<file path="src/uart_frame_pkg.sv">
package uart_frame_pkg;

   // Fixed line format of 8N1 with the LSB sent first

   localparam int unsigned data_bits = 8; // Data bits per frame

   localparam int unsigned baud_div_w = 16; // Width of the bit period divisor

   localparam int unsigned bit_cnt_w = $clog2(data_bits);

   localparam logic [bit_cnt_w-1:0] last_bit = bit_cnt_w'(data_bits - 1); // Index of the MSB

   localparam logic line_idle = 1'b1; // Level of a quiet line

   localparam logic start_bit = 1'b0;

   localparam logic stop_bit = 1'b1;

endpackage

</file>
<file path="src/uart_fsm_pkg.sv">
package uart_fsm_pkg;

   typedef enum logic [1:0] {
      rx_idle, // Waiting for a start bit to reach mid-bit
      rx_data,
      rx_stop  // Also holds here while a break keeps the line low
   } rx_state_t;

   typedef enum logic [1:0] {
      tx_idle,
      tx_start,
      tx_data,
      tx_stop
   } tx_state_t;

endpackage

</file>
<file path="src/byte_fifo.sv">
`timescale 1ns/1ns

module byte_fifo #(
   parameter int unsigned DEPTH = 4
) (
   input  logic                                 clk_i,
   input  logic                                 rst_i,
   input  logic                                 push_i,
   input  logic [uart_frame_pkg::data_bits-1:0] push_data_i,
   input  logic                                 pop_i,
   output logic [uart_frame_pkg::data_bits-1:0] pop_data_o,
   output logic                                 full_o,
   output logic                                 empty_o,
   output logic                                 overflow_o
);

   localparam int unsigned addr_w = $clog2(DEPTH); // DEPTH is at least 2

   logic [uart_frame_pkg::data_bits-1:0] mem [DEPTH];
   logic [addr_w:0]                      wr_ptr;
   logic [addr_w:0]                      rd_ptr;
   logic                                 do_push;
   logic                                 do_pop;

   // The extra pointer bit tells a full FIFO from an empty one
   assign empty_o = (wr_ptr == rd_ptr);
   assign full_o = (wr_ptr[addr_w] != rd_ptr[addr_w]) &&
                   (wr_ptr[addr_w-1:0] == rd_ptr[addr_w-1:0]);

   assign do_pop = pop_i && !empty_o;
   assign do_push = push_i && (!full_o || do_pop); // A pop frees the slot in the same cycle

   assign pop_data_o = mem[rd_ptr[addr_w-1:0]]; // Show-ahead head

   always_ff @(posedge clk_i) begin
      if (!rst_i) begin
         wr_ptr     <= '0;
         rd_ptr     <= '0;
         overflow_o <= 1'b0;
      end else begin
         overflow_o <= push_i && !do_push;
         if (do_push) begin
            wr_ptr <= wr_ptr + 1'b1;
         end
         if (do_pop) begin
            rd_ptr <= rd_ptr + 1'b1;
         end
      end
   end

   always_ff @(posedge clk_i) begin
      if (do_push) begin
         mem[wr_ptr[addr_w-1:0]] <= push_data_i;
      end
   end

endmodule

</file>
<file path="src/uart_core.sv">
`timescale 1ns/1ns

module uart_core #(
   parameter int unsigned TX_DEPTH = 4,
   parameter int unsigned RX_DEPTH = 4
) (
   input  logic                                  clk_i,
   input  logic                                  rst_i,
   input  logic [uart_frame_pkg::baud_div_w-1:0] baud_div_i,
   input  logic                                  rx_en_i,
   input  logic                                  tx_en_i,
   input  logic                                  rx_i,
   output logic                                  tx_o,
   input  logic [uart_frame_pkg::data_bits-1:0]  tx_data_i,
   input  logic                                  tx_wr_i,
   output logic                                  tx_full_o,
   output logic                                  tx_busy_o,
   output logic [uart_frame_pkg::data_bits-1:0]  rx_data_o,
   input  logic                                  rx_rd_i,
   output logic                                  rx_empty_o,
   output logic                                  rx_frame_err_o,
   output logic                                  rx_overrun_o
);

   logic                                 tx_fifo_empty;
   logic [uart_frame_pkg::data_bits-1:0] tx_fifo_data;
   logic                                 tx_fifo_pop;
   logic                                 rx_done;
   logic [uart_frame_pkg::data_bits-1:0] rx_byte;

   byte_fifo #(
      .DEPTH (TX_DEPTH)
   ) tx_fifo0 (
      .clk_i       (clk_i),
      .rst_i       (rst_i),
      .push_i      (tx_wr_i),
      .push_data_i (tx_data_i),
      .pop_i       (tx_fifo_pop),
      .pop_data_o  (tx_fifo_data),
      .full_o      (tx_full_o),
      .empty_o     (tx_fifo_empty),
      .overflow_o  ()             // Host watches tx_full_o instead
   );

   uart_transmitter uart_transmitter0 (
      .clk_i        (clk_i),
      .rst_i        (rst_i),
      .tx_en_i      (tx_en_i),
      .baud_div_i   (baud_div_i),
      .fifo_empty_i (tx_fifo_empty),
      .fifo_data_i  (tx_fifo_data),
      .fifo_pop_o   (tx_fifo_pop),
      .tx_o         (tx_o),
      .tx_busy_o    (tx_busy_o)
   );

   uart_receiver uart_receiver0 (
      .clk_i          (clk_i),
      .rst_i          (rst_i),
      .rx_i           (rx_i),
      .rx_en_i        (rx_en_i),
      .baud_div_i     (baud_div_i),
      .rx_data_o      (rx_byte),
      .rx_done_o      (rx_done),
      .rx_frame_err_o (rx_frame_err_o)
   );

   byte_fifo #(
      .DEPTH (RX_DEPTH)
   ) rx_fifo0 (
      .clk_i       (clk_i),
      .rst_i       (rst_i),
      .push_i      (rx_done),
      .push_data_i (rx_byte),
      .pop_i       (rx_rd_i),
      .pop_data_o  (rx_data_o),
      .full_o      (),
      .empty_o     (rx_empty_o),
      .overflow_o  (rx_overrun_o) // A byte lost to a full FIFO
   );

endmodule

</file>
<file path="src/uart_receiver.sv">
`timescale 1ns/1ns

module uart_receiver (
   input  logic                                  clk_i,
   input  logic                                  rst_i,
   input  logic                                  rx_i,
   input  logic                                  rx_en_i,
   input  logic [uart_frame_pkg::baud_div_w-1:0] baud_div_i,
   output logic [uart_frame_pkg::data_bits-1:0]  rx_data_o,
   output logic                                  rx_done_o,
   output logic                                  rx_frame_err_o
);

   uart_fsm_pkg::rx_state_t               state;
   logic [1:0]                            rx_sync;
   logic [uart_frame_pkg::baud_div_w-1:0] period_cnt;
   logic [uart_frame_pkg::bit_cnt_w-1:0]  bit_cnt;
   logic [uart_frame_pkg::data_bits-1:0]  shift_q;
   logic                                  break_seen;
   logic                                  rx_bit;
   logic                                  period_end;
   logic                                  sample_data;
   logic                                  stop_ok;

   assign rx_bit = rx_sync[1];
   assign period_end = (period_cnt == baud_div_i);
   assign sample_data = rx_en_i && (state == uart_fsm_pkg::rx_data) && period_end;
   assign stop_ok = rx_en_i && (state == uart_fsm_pkg::rx_stop) && period_end &&
                    (rx_bit == uart_frame_pkg::stop_bit) && !break_seen;

   always_ff @(posedge clk_i) begin
      if (!rst_i) begin
         rx_sync        <= {2{uart_frame_pkg::line_idle}};
         state          <= uart_fsm_pkg::rx_idle;
         period_cnt     <= '0;
         bit_cnt        <= '0;
         break_seen     <= 1'b0;
         rx_done_o      <= 1'b0;
         rx_frame_err_o <= 1'b0;
      end else begin
         rx_sync        <= {rx_sync[0], rx_i}; // Runs even while disabled
         rx_done_o      <= 1'b0;
         rx_frame_err_o <= 1'b0;
         if (rx_en_i) begin
            case (state)
               uart_fsm_pkg::rx_idle: begin
                  if (rx_bit != uart_frame_pkg::start_bit) begin
                     period_cnt <= '0; // A short glitch is not a start bit
                  end else if (period_cnt == (baud_div_i >> 1)) begin
                     state      <= uart_fsm_pkg::rx_data;
                     period_cnt <= '0;
                     bit_cnt    <= '0;
                  end else begin
                     period_cnt <= period_cnt + 1'b1;
                  end
               end
               uart_fsm_pkg::rx_data: begin
                  if (period_end) begin
                     period_cnt <= '0;
                     if (bit_cnt == uart_frame_pkg::last_bit) begin
                        state   <= uart_fsm_pkg::rx_stop;
                        bit_cnt <= '0;
                     end else begin
                        bit_cnt <= bit_cnt + 1'b1;
                     end
                  end else begin
                     period_cnt <= period_cnt + 1'b1;
                  end
               end
               uart_fsm_pkg::rx_stop: begin
                  if (!period_end) begin
                     period_cnt <= period_cnt + 1'b1;
                  end else if (rx_bit == uart_frame_pkg::stop_bit) begin
                     state      <= uart_fsm_pkg::rx_idle;
                     period_cnt <= '0;
                     break_seen <= 1'b0;
                     rx_done_o  <= !break_seen;
                  end else if (!break_seen) begin
                     // A low stop bit keeps the state here until the line goes high again
                     rx_frame_err_o <= 1'b1;
                     break_seen     <= 1'b1;
                  end
               end
               default: begin
                  state <= uart_fsm_pkg::rx_idle;
               end
            endcase
         end
      end
   end

   always_ff @(posedge clk_i) begin
      if (sample_data) begin
         shift_q <= {rx_bit, shift_q[uart_frame_pkg::data_bits-1:1]}; // LSB arrives first
      end
      if (stop_ok) begin
         rx_data_o <= shift_q;
      end
   end

endmodule

</file>
<file path="src/uart_transmitter.sv">
`timescale 1ns/1ns

module uart_transmitter (
   input  logic                                  clk_i,
   input  logic                                  rst_i,
   input  logic                                  tx_en_i,
   input  logic [uart_frame_pkg::baud_div_w-1:0] baud_div_i,
   input  logic                                  fifo_empty_i,
   input  logic [uart_frame_pkg::data_bits-1:0]  fifo_data_i,
   output logic                                  fifo_pop_o,
   output logic                                  tx_o,
   output logic                                  tx_busy_o
);

   uart_fsm_pkg::tx_state_t               state;
   logic [uart_frame_pkg::baud_div_w-1:0] period_cnt;
   logic [uart_frame_pkg::bit_cnt_w-1:0]  bit_cnt;
   logic [uart_frame_pkg::data_bits-1:0]  shift_q;
   logic                                  period_end;

   assign period_end = (period_cnt == baud_div_i);
   assign fifo_pop_o = (state == uart_fsm_pkg::tx_idle) && tx_en_i && !fifo_empty_i;
   assign tx_busy_o = (state != uart_fsm_pkg::tx_idle);

   always_ff @(posedge clk_i) begin
      if (!rst_i) begin
         state      <= uart_fsm_pkg::tx_idle;
         period_cnt <= '0;
         bit_cnt    <= '0;
         tx_o       <= uart_frame_pkg::line_idle;
      end else begin
         case (state)
            uart_fsm_pkg::tx_idle: begin
               if (fifo_pop_o) begin
                  state      <= uart_fsm_pkg::tx_start;
                  period_cnt <= '0;
                  tx_o       <= uart_frame_pkg::start_bit;
               end
            end
            uart_fsm_pkg::tx_start: begin
               if (period_end) begin
                  state      <= uart_fsm_pkg::tx_data;
                  period_cnt <= '0;
                  bit_cnt    <= '0;
                  tx_o       <= shift_q[0];
               end else begin
                  period_cnt <= period_cnt + 1'b1;
               end
            end
            uart_fsm_pkg::tx_data: begin
               if (period_end) begin
                  period_cnt <= '0;
                  if (bit_cnt == uart_frame_pkg::last_bit) begin
                     state   <= uart_fsm_pkg::tx_stop;
                     bit_cnt <= '0;
                     tx_o    <= uart_frame_pkg::stop_bit;
                  end else begin
                     bit_cnt <= bit_cnt + 1'b1;
                     tx_o    <= shift_q[1]; // The register shifts down at this same edge
                  end
               end else begin
                  period_cnt <= period_cnt + 1'b1;
               end
            end
            uart_fsm_pkg::tx_stop: begin
               if (period_end) begin
                  state      <= uart_fsm_pkg::tx_idle;
                  period_cnt <= '0;
                  tx_o       <= uart_frame_pkg::line_idle;
               end else begin
                  period_cnt <= period_cnt + 1'b1;
               end
            end
            default: begin
               state <= uart_fsm_pkg::tx_idle;
            end
         endcase
      end
   end

   always_ff @(posedge clk_i) begin
      if (fifo_pop_o) begin
         shift_q <= fifo_data_i;
      end else if ((state == uart_fsm_pkg::tx_data) && period_end) begin
         shift_q <= shift_q >> 1;
      end
   end

endmodule
</file>
<file path="config.mk">
export PLATFORM = sky130hd
export DESIGN_NAME = uart_core
export DESIGN_NICKNAME = d
export VERILOG_FILES = /design/src/uart_frame_pkg.sv /design/src/uart_fsm_pkg.sv /design/src/byte_fifo.sv /design/src/uart_core.sv /design/src/uart_receiver.sv /design/src/uart_transmitter.sv
export SDC_FILE = /design/constraint.sdc
export NUM_CORES = 1
export LEC_CHECK = 0
export BUFFER_PORTS_ARGS = -buffer_cell sky130_fd_sc_hd__buf_2
export CORE_UTILIZATION = 35
export CTS_CLUSTER_SIZE = 24
export DETAILED_ROUTE_END_ITERATION = 12
export GPL_TIMING_DRIVEN = 1
export PLACE_DENSITY = 0.56
export REMOVE_ABC_BUFFERS = 1
export SYNTH_ARGS = -nofsm -noshare
export SYNTH_HDL_FRONTEND = slang
export SYNTH_SLANG_ARGS = --single-unit
</file>
<file path="constraint.sdc">
create_clock -name clk_i -period 3 [get_ports clk_i]
set_clock_uncertainty 0.1 [all_clocks]
set_input_delay 0.3 -clock clk_i [delete_from_list [all_inputs] [get_ports clk_i]]
set_output_delay 0.3 -clock clk_i [all_outputs]
set_load 0.05 [all_outputs]
</file>
### Yosys cells after proc, flatten, opt, wreduce, memory -nomap -nowiden

Memory sizes are Yosys's and may differ from the RTL's. A register that Yosys moved wholly into a read port is not among the register bits.
Index checks and enable logic that the tools add are counted.

* muxes and demuxes: 49
* equality and inequality tests: 28
* add/sub/neg operators: 8
* reduce and logical (&&, ||, !) cells: 41
* bitwise gates (word level): 4

Operators by type and width (number)
* 16-bit 2-to-1 mux: 7
* 16-bit one-hot mux with 3 select lines: 1
* 16-bit by 1-bit adder with 16-bit output, second input constant: 2
* 16-bit equality test: 2
* 16-bit one-hot mux with 2 select lines: 1
* 2-bit 2-to-1 mux: 15
* 3-bit 2-to-1 mux: 7
* 3-bit by 1-bit adder with 3-bit output, second input constant: 6
* 16-bit by 15-bit equality test with 1-bit output: 1
* 1-bit logical AND: 16
* 8-bit 2-to-1 mux: 2
* 2-bit by 1-bit != test with 1-bit output, second input constant: 8
* 5-bit AND reduction: 3
* 3-bit one-hot mux with 2 select lines: 2
* 1-bit 2-to-1 mux: 11
* 3-bit AND reduction: 3
* 2-bit one-hot mux with 4 select lines: 1
* 2-bit nonzero test: 4
* 7-bit AND reduction: 1
* 2-bit equality test, second input constant: 3
* 3-bit equality test: 2
* 3-bit equality test, second input constant: 2
* 1-bit zero test: 6
* 2-bit != test, second input constant: 3
* other kinds (13): 21

* output and inout bits: 14
* register bits: 85
* bits of input ports: 31
* memory bits (writable): 64
* logic and storage cells: 151
* memories kept: 2

Memories
* rx_fifo0.mem: depth 4, width 8, rd ports 1, clocked after memory_dff 1, wr ports 1, RTL line byte_fifo.sv:19 `logic [uart_frame_pkg::data_bits-1:0] mem [DEPTH];`
* tx_fifo0.mem: depth 4, width 8, rd ports 1, clocked after memory_dff 1, wr ports 1, RTL line byte_fifo.sv:19

### Logic depth before layout (Yosys ltp)

* depth in word-level cells: 8
* gate-level depth with buffers: 9
* mapped depth without buffers: 7

### By module

Synthesis repeated with hierarchy kept, for this count alone.

* cells, all modules: 631
* area, all modules: 7485.9 um^2

Modules (own cells, without submodules)
* byte_fifo: times used 2, cells an instance 99, sequential area each 1141.1 um^2, area an instance 1701.6 um^2
* uart_receiver: times used 1, cells an instance 224, sequential area each 1001.0 um^2, area an instance 2278.4 um^2
* uart_transmitter: times used 1, cells an instance 209, sequential area each 680.7 um^2, area an instance 1804.2 um^2

### Worst setup path after synthesis

Ideal clock, no wire load.

* path kind: flip-flop to flip-flop
* start: register tx_fifo0.wr_ptr[2]
* end: register tx_fifo0.wr_ptr[2]
* cell stages (with the launch flop): 7
* clock period less this slack: 2940 ps
* setup time: 128 ps
* data required time: 2772 ps
* arrival time: 2712 ps
* setup slack: 60 ps
* buffers on the path: 0
* cell sequence: dfxtp_1 xor2_1 nor3b_1 a21boi_1 and2_1 xnor2_1 nor2_1

* elaborated cells on any way between the ends: 10
* those cells by class: add/sub: 1; eq/ne: 2; reduce/logical: 7

RTL lines
* from (decl): RTL line byte_fifo.sv:20 `logic [addr_w:0] wr_ptr;`
* from (signal assigned): RTL line byte_fifo.sv:43 `wr_ptr <= wr_ptr + 1'b1;`
* 1-bit != test: RTL line byte_fifo.sv:27 `assign full_o = (wr_ptr[addr_w] != rd_ptr[addr_w]) &&`
* 1-bit logical AND: RTL line byte_fifo.sv:27
* named net tx_full_o: RTL line uart_core.sv:16 `output logic tx_full_o,`
* 1-bit zero test: RTL line byte_fifo.sv:31 `assign do_push = push_i && (!full_o || do_pop);`
* 1-bit logical OR: RTL line byte_fifo.sv:31
* 1-bit logical AND: RTL line byte_fifo.sv:31

The timed path passes the listed nets, and every way through them passes these cells.
A chain may end at the register's enable or synchronous reset.

### Final worst setup path

* start: register uart_receiver0.period_cnt[3] (netlist name)
* end: register uart_receiver0.period_cnt[6] (netlist name)

* cells in the longest elaborated chain, start to end: 4
* elaborated cells on any way between the ends: 10
* those cells by class: add/sub: 1; eq/ne: 3; mux: 5; reduce/logical: 1

Ends and longest elaborated chain
* from (decl): RTL line uart_receiver.sv:16 `logic [uart_frame_pkg::baud_div_w-1:0] period_cnt;`
* from (signal assigned): RTL line uart_receiver.sv:54 `period_cnt <= period_cnt + 1'b1;`
* from (signal assigned): RTL line uart_receiver.sv:67 `period_cnt <= period_cnt + 1'b1;`
* from (signal assigned): RTL line uart_receiver.sv:72 `period_cnt <= period_cnt + 1'b1;`
* 16-bit by 1-bit adder with 16-bit output / 16-bit by 15-bit equality test with 1-bit output (equally long branches)
* 16-bit 2-to-1 mux: RTL line uart_receiver.sv:49 `end else if (period_cnt == (baud_div_i >> 1)) begin`
* 16-bit 2-to-1 mux: RTL line uart_receiver.sv:47 `if (rx_bit != uart_frame_pkg::start_bit) begin`
* 16-bit one-hot mux with 3 select lines: RTL line uart_receiver.sv:45 `case (state)`

Parallel ways exist; a longest one is shown, timed or not.

==> results_dict.tcl <==
set metrics [dict create \
    status "finished clean" \
    cp-start-kind "register" \
    final.setup.tns_ns 0 \
    core.rowCount 51 \
    layout-drive-gt1-share 0.184 \
    finalSetupViolCount 0 \
    via_per_inst 4.95 \
    fin_crit_sh 0.868 \
    wl_per_cell_um 15.1 \
    cts_resized 0 \
    ys_warn_count 0 \
    worstSkewPairLatency_ns 0.43 \
    drv_cap 0 \
    crit_start "uart_receiver0.period_cnt[3]" \
    synth_ff_type "edfxtp_1" \
    dieArea_sq_mm 0.0206 \
    grt_pass1_vias 4621 \
    fmax_ghz 0.384 \
    ys_top_cells_by_count "88 x edfxtp_1, 65 x dfxtp_1, 47 x xnor2_1, 41 x nor2_1, 35 x nand2_1" \
    clock-sinks 153 \
    critPathMaxStageDelay_ns 0.53 \
    die_y_um 143 \
    cts_root_buffer "clkbuf_16" \
    initial_core_util 0.358 \
    crit_chain "xor2_1 > nor4_1 > nand4_1 > a2bb2oi_2 > o21ai_0 > a31o_2" \
    coreArea_sq_mm 0.0195 \
    die_width_um 143 \
    io_buffers 44 \
    nFillCells 1877 \
    synth_cell_type_count 57 \
    min_path_type "in -> reg" \
    cts.repair_timing.setup_buffer_count 0 \
    tightest_slew_ns 0.814 \
    timing.rr.start "uart_receiver0.period_cnt[3]" \
    min-delay-start "rx_rd_i" \
    firstDrtPassIters 4 \
    synth_area_sq_mm 0.00700 \
    period_needed_ns 2.60 \
    cts_tree "built" \
    path_clk_slew_ns 0.07 \
    cts_made_buffers 17 \
    cts-htree-levels 4 \
    synth.avg_cell_area_sq_um 12.3 \
    nets 685 \
    wirelength_um 13700 \
    critPathMaxFanout 13 \
    rsz0062_at_grt "false" \
    ys_ff_latch 153 \
    required_ns 3.22 \
    drtIter0Drc 144 \
    clockBufferDepth 2 \
    final-max-slew-violation-count 0 \
    grt_max_degree 33 \
    async_reset_ff_frac 0 \
    ios 45 \
    leakage_uw 0.00288 \
    arrival_ns 2.82 \
    diodes 0 \
    gr-total-overflow 0 \
    synthTopCellsByArea "edfxtp_1 38%, dfxtp_1 19%, xnor2_1 5.9%, mux4_2 5.2%, ha_1 4.6%" \
    hold_viol 0 \
    relSlewSlack 0.456 \
    place_congestion 0.904 \
    slowest_stage "nor4_1" \
    place.detailed.hpwl_um 9680 \
    vias 4485 \
    grt_usage 0.145 \
    synth_cells 571 \
    ant_nets 0 \
    synth_top_area_share 0.378 \
    grt_pass1_wl_um 22900 \
    pwr_density_cell_mw_per_mm2 633 \
    irDropWorstVdd_mv 0.399 \
    p_total_uw 5180 \
    yosysMostFrequentCell "edfxtp_1" \
    hold_buffers 9 \
    antenna_found_initial 0 \
    areaGrowthSynthToFinish_pct 17.1 \
    yosysSeqAreaShare 0.564 \
    worst_setup_path_end_kind "register" \
    synth-edff-count 88 \
    drc 0 \
    synth_largest_area_cell "edfxtp_1" \
    crit_type "reg -> reg" \
    utilization 0.419 \
]
==> flip-flops by register name, indices dropped and copies added, names as in the netlist, 3 cells and up, named ones only <==
name	flops
uart_receiver0.bit_cnt	3
tx_fifo0.mem	32
tx_fifo0.rd_ptr	3
uart_transmitter0.bit_cnt	3
uart_receiver0.period_cnt	16
rx_fifo0.rd_ptr	3
uart_receiver0.rx_data_o	8
uart_receiver0.shift_q	8
uart_transmitter0.shift_q	8
rx_fifo0.wr_ptr	3
tx_fifo0.wr_ptr	3
rx_fifo0.mem	32
uart_transmitter0.period_cnt	16
==> logic make-up (layout without fill, tap and decap cells) <==
| group | count (synthesis) | in the layout | share of synthesized area |
|---|---|---|---|
| simple gates | 176 | 176 | 0.132 |
| flops | 153 | 153 | 0.564 |
| xor+xnor | 76 | 76 | 0.0951 |
| mux | 29 | 29 | 0.0714 |
| compound gates | 67 | 67 | 0.0644 |
| buf+inv | 44 | 114 | 0.0270 |
| fa+ha+maj | 26 | 26 | 0.0465 |
==> worst max-delay path, delay by kind of cell (launching register included) <==
kind,cells,cell delay (ns)
simple gates,2,0.77
xor+xnor,1,0.14
flops,1,0.50
compound gates,3,0.97
==> per-layer routing <==
layer  wire length [um]  up-vias  track usage
met5                  0        -            0
met4                314        0       0.0655
met3                370       24       0.0287
met2               6750       67        0.253
met1               6220     2194        0.172
li1                   -     2200            -
==> power breakdown <==
group          switching [uW]  internal [uW]  leakage [uW]
sequential               82.7           2320       0.00132
clock                     927           1180      0.000278
combinational             403            276       0.00128
==> worst paths after layout <==
check | depth (start not counted) | endpoint | slack (ns)
max reg2reg | 6 | uart_receiver0.period_cnt[6] | 0.40
max | 6 | uart_receiver0.period_cnt[6] | 0.40
min reg2reg | 0 | uart_receiver0.rx_data_o[0] | 0.32
min | 2 | rx_fifo0.overflow_o | 0.03
==> area by class of cell <==
| class | count | area [sq um] | area share |
|---|---|---|---|
| multi-input cells | 374 | 2880 | 0.351 |
| flip-flops and latches | 153 | 3940 | 0.482 |
| inverters | 19 | 71.3 | 0.00871 |
| repair buffers | 63 | 385 | 0.0471 |
| clock inverters | 14 | 151 | 0.0185 |
| clock buffers | 18 | 429 | 0.0524 |
| well taps | 265 | 332 | 0.0405 |
==> per-stage QoR <==
| stage | setup slack, ns | hold slack (ns) | area (sq um) | instances |
|---|---|---|---|---|
| detailed placement | 0.411 | 0.305 | 7520 | 865 |
| floorplan | -0.414 | 0.273 | 6880 | 546 |
| global placement | 0.560 | 0.312 | 7520 | 865 |
| CTS | 0.399 | 0.0123 | 8190 | 906 |
| global route | 0.219 | 0.0223 | 8190 | 906 |
| finish | 0.397 | 0.0310 | 8190 | 906 |
==> cells in the final DEF, fill, tap and decap left out, types with 5 or more instances in the layout <==
master / Yosys / final
edfxtp_1: 88 / 88
dfxtp_1: 65 / 65
xnor2_1: 47 / 47
buf_2: 10 / 44
nor2_1: 41 / 41
nand2_1: 35 / 35
xor2_1: 29 / 29
ha_1: 26 / 26
a21oi_1: 20 / 20
inv_1: 19 / 19
nand4_1: 18 / 18
nand3_1: 17 / 17
clkbuf_16: 0 / 17
mux4_2: 16 / 16
o21ai_0: 13 / 13
buf_4: 1 / 10
dlygate4sd3_1: 0 / 9
and2_1: 8 / 8
and3_1: 8 / 8
inv_6: 0 / 8
mux2_2: 7 / 7
nor4_1: 8 / 7
nor3_1: 7 / 7
mux2i_1: 6 / 6
and4_1: 6 / 6
or3_1: 5 / 5
nand2b_1: 5 / 5
No activity file was read; power rests on OpenSTA's default activity.
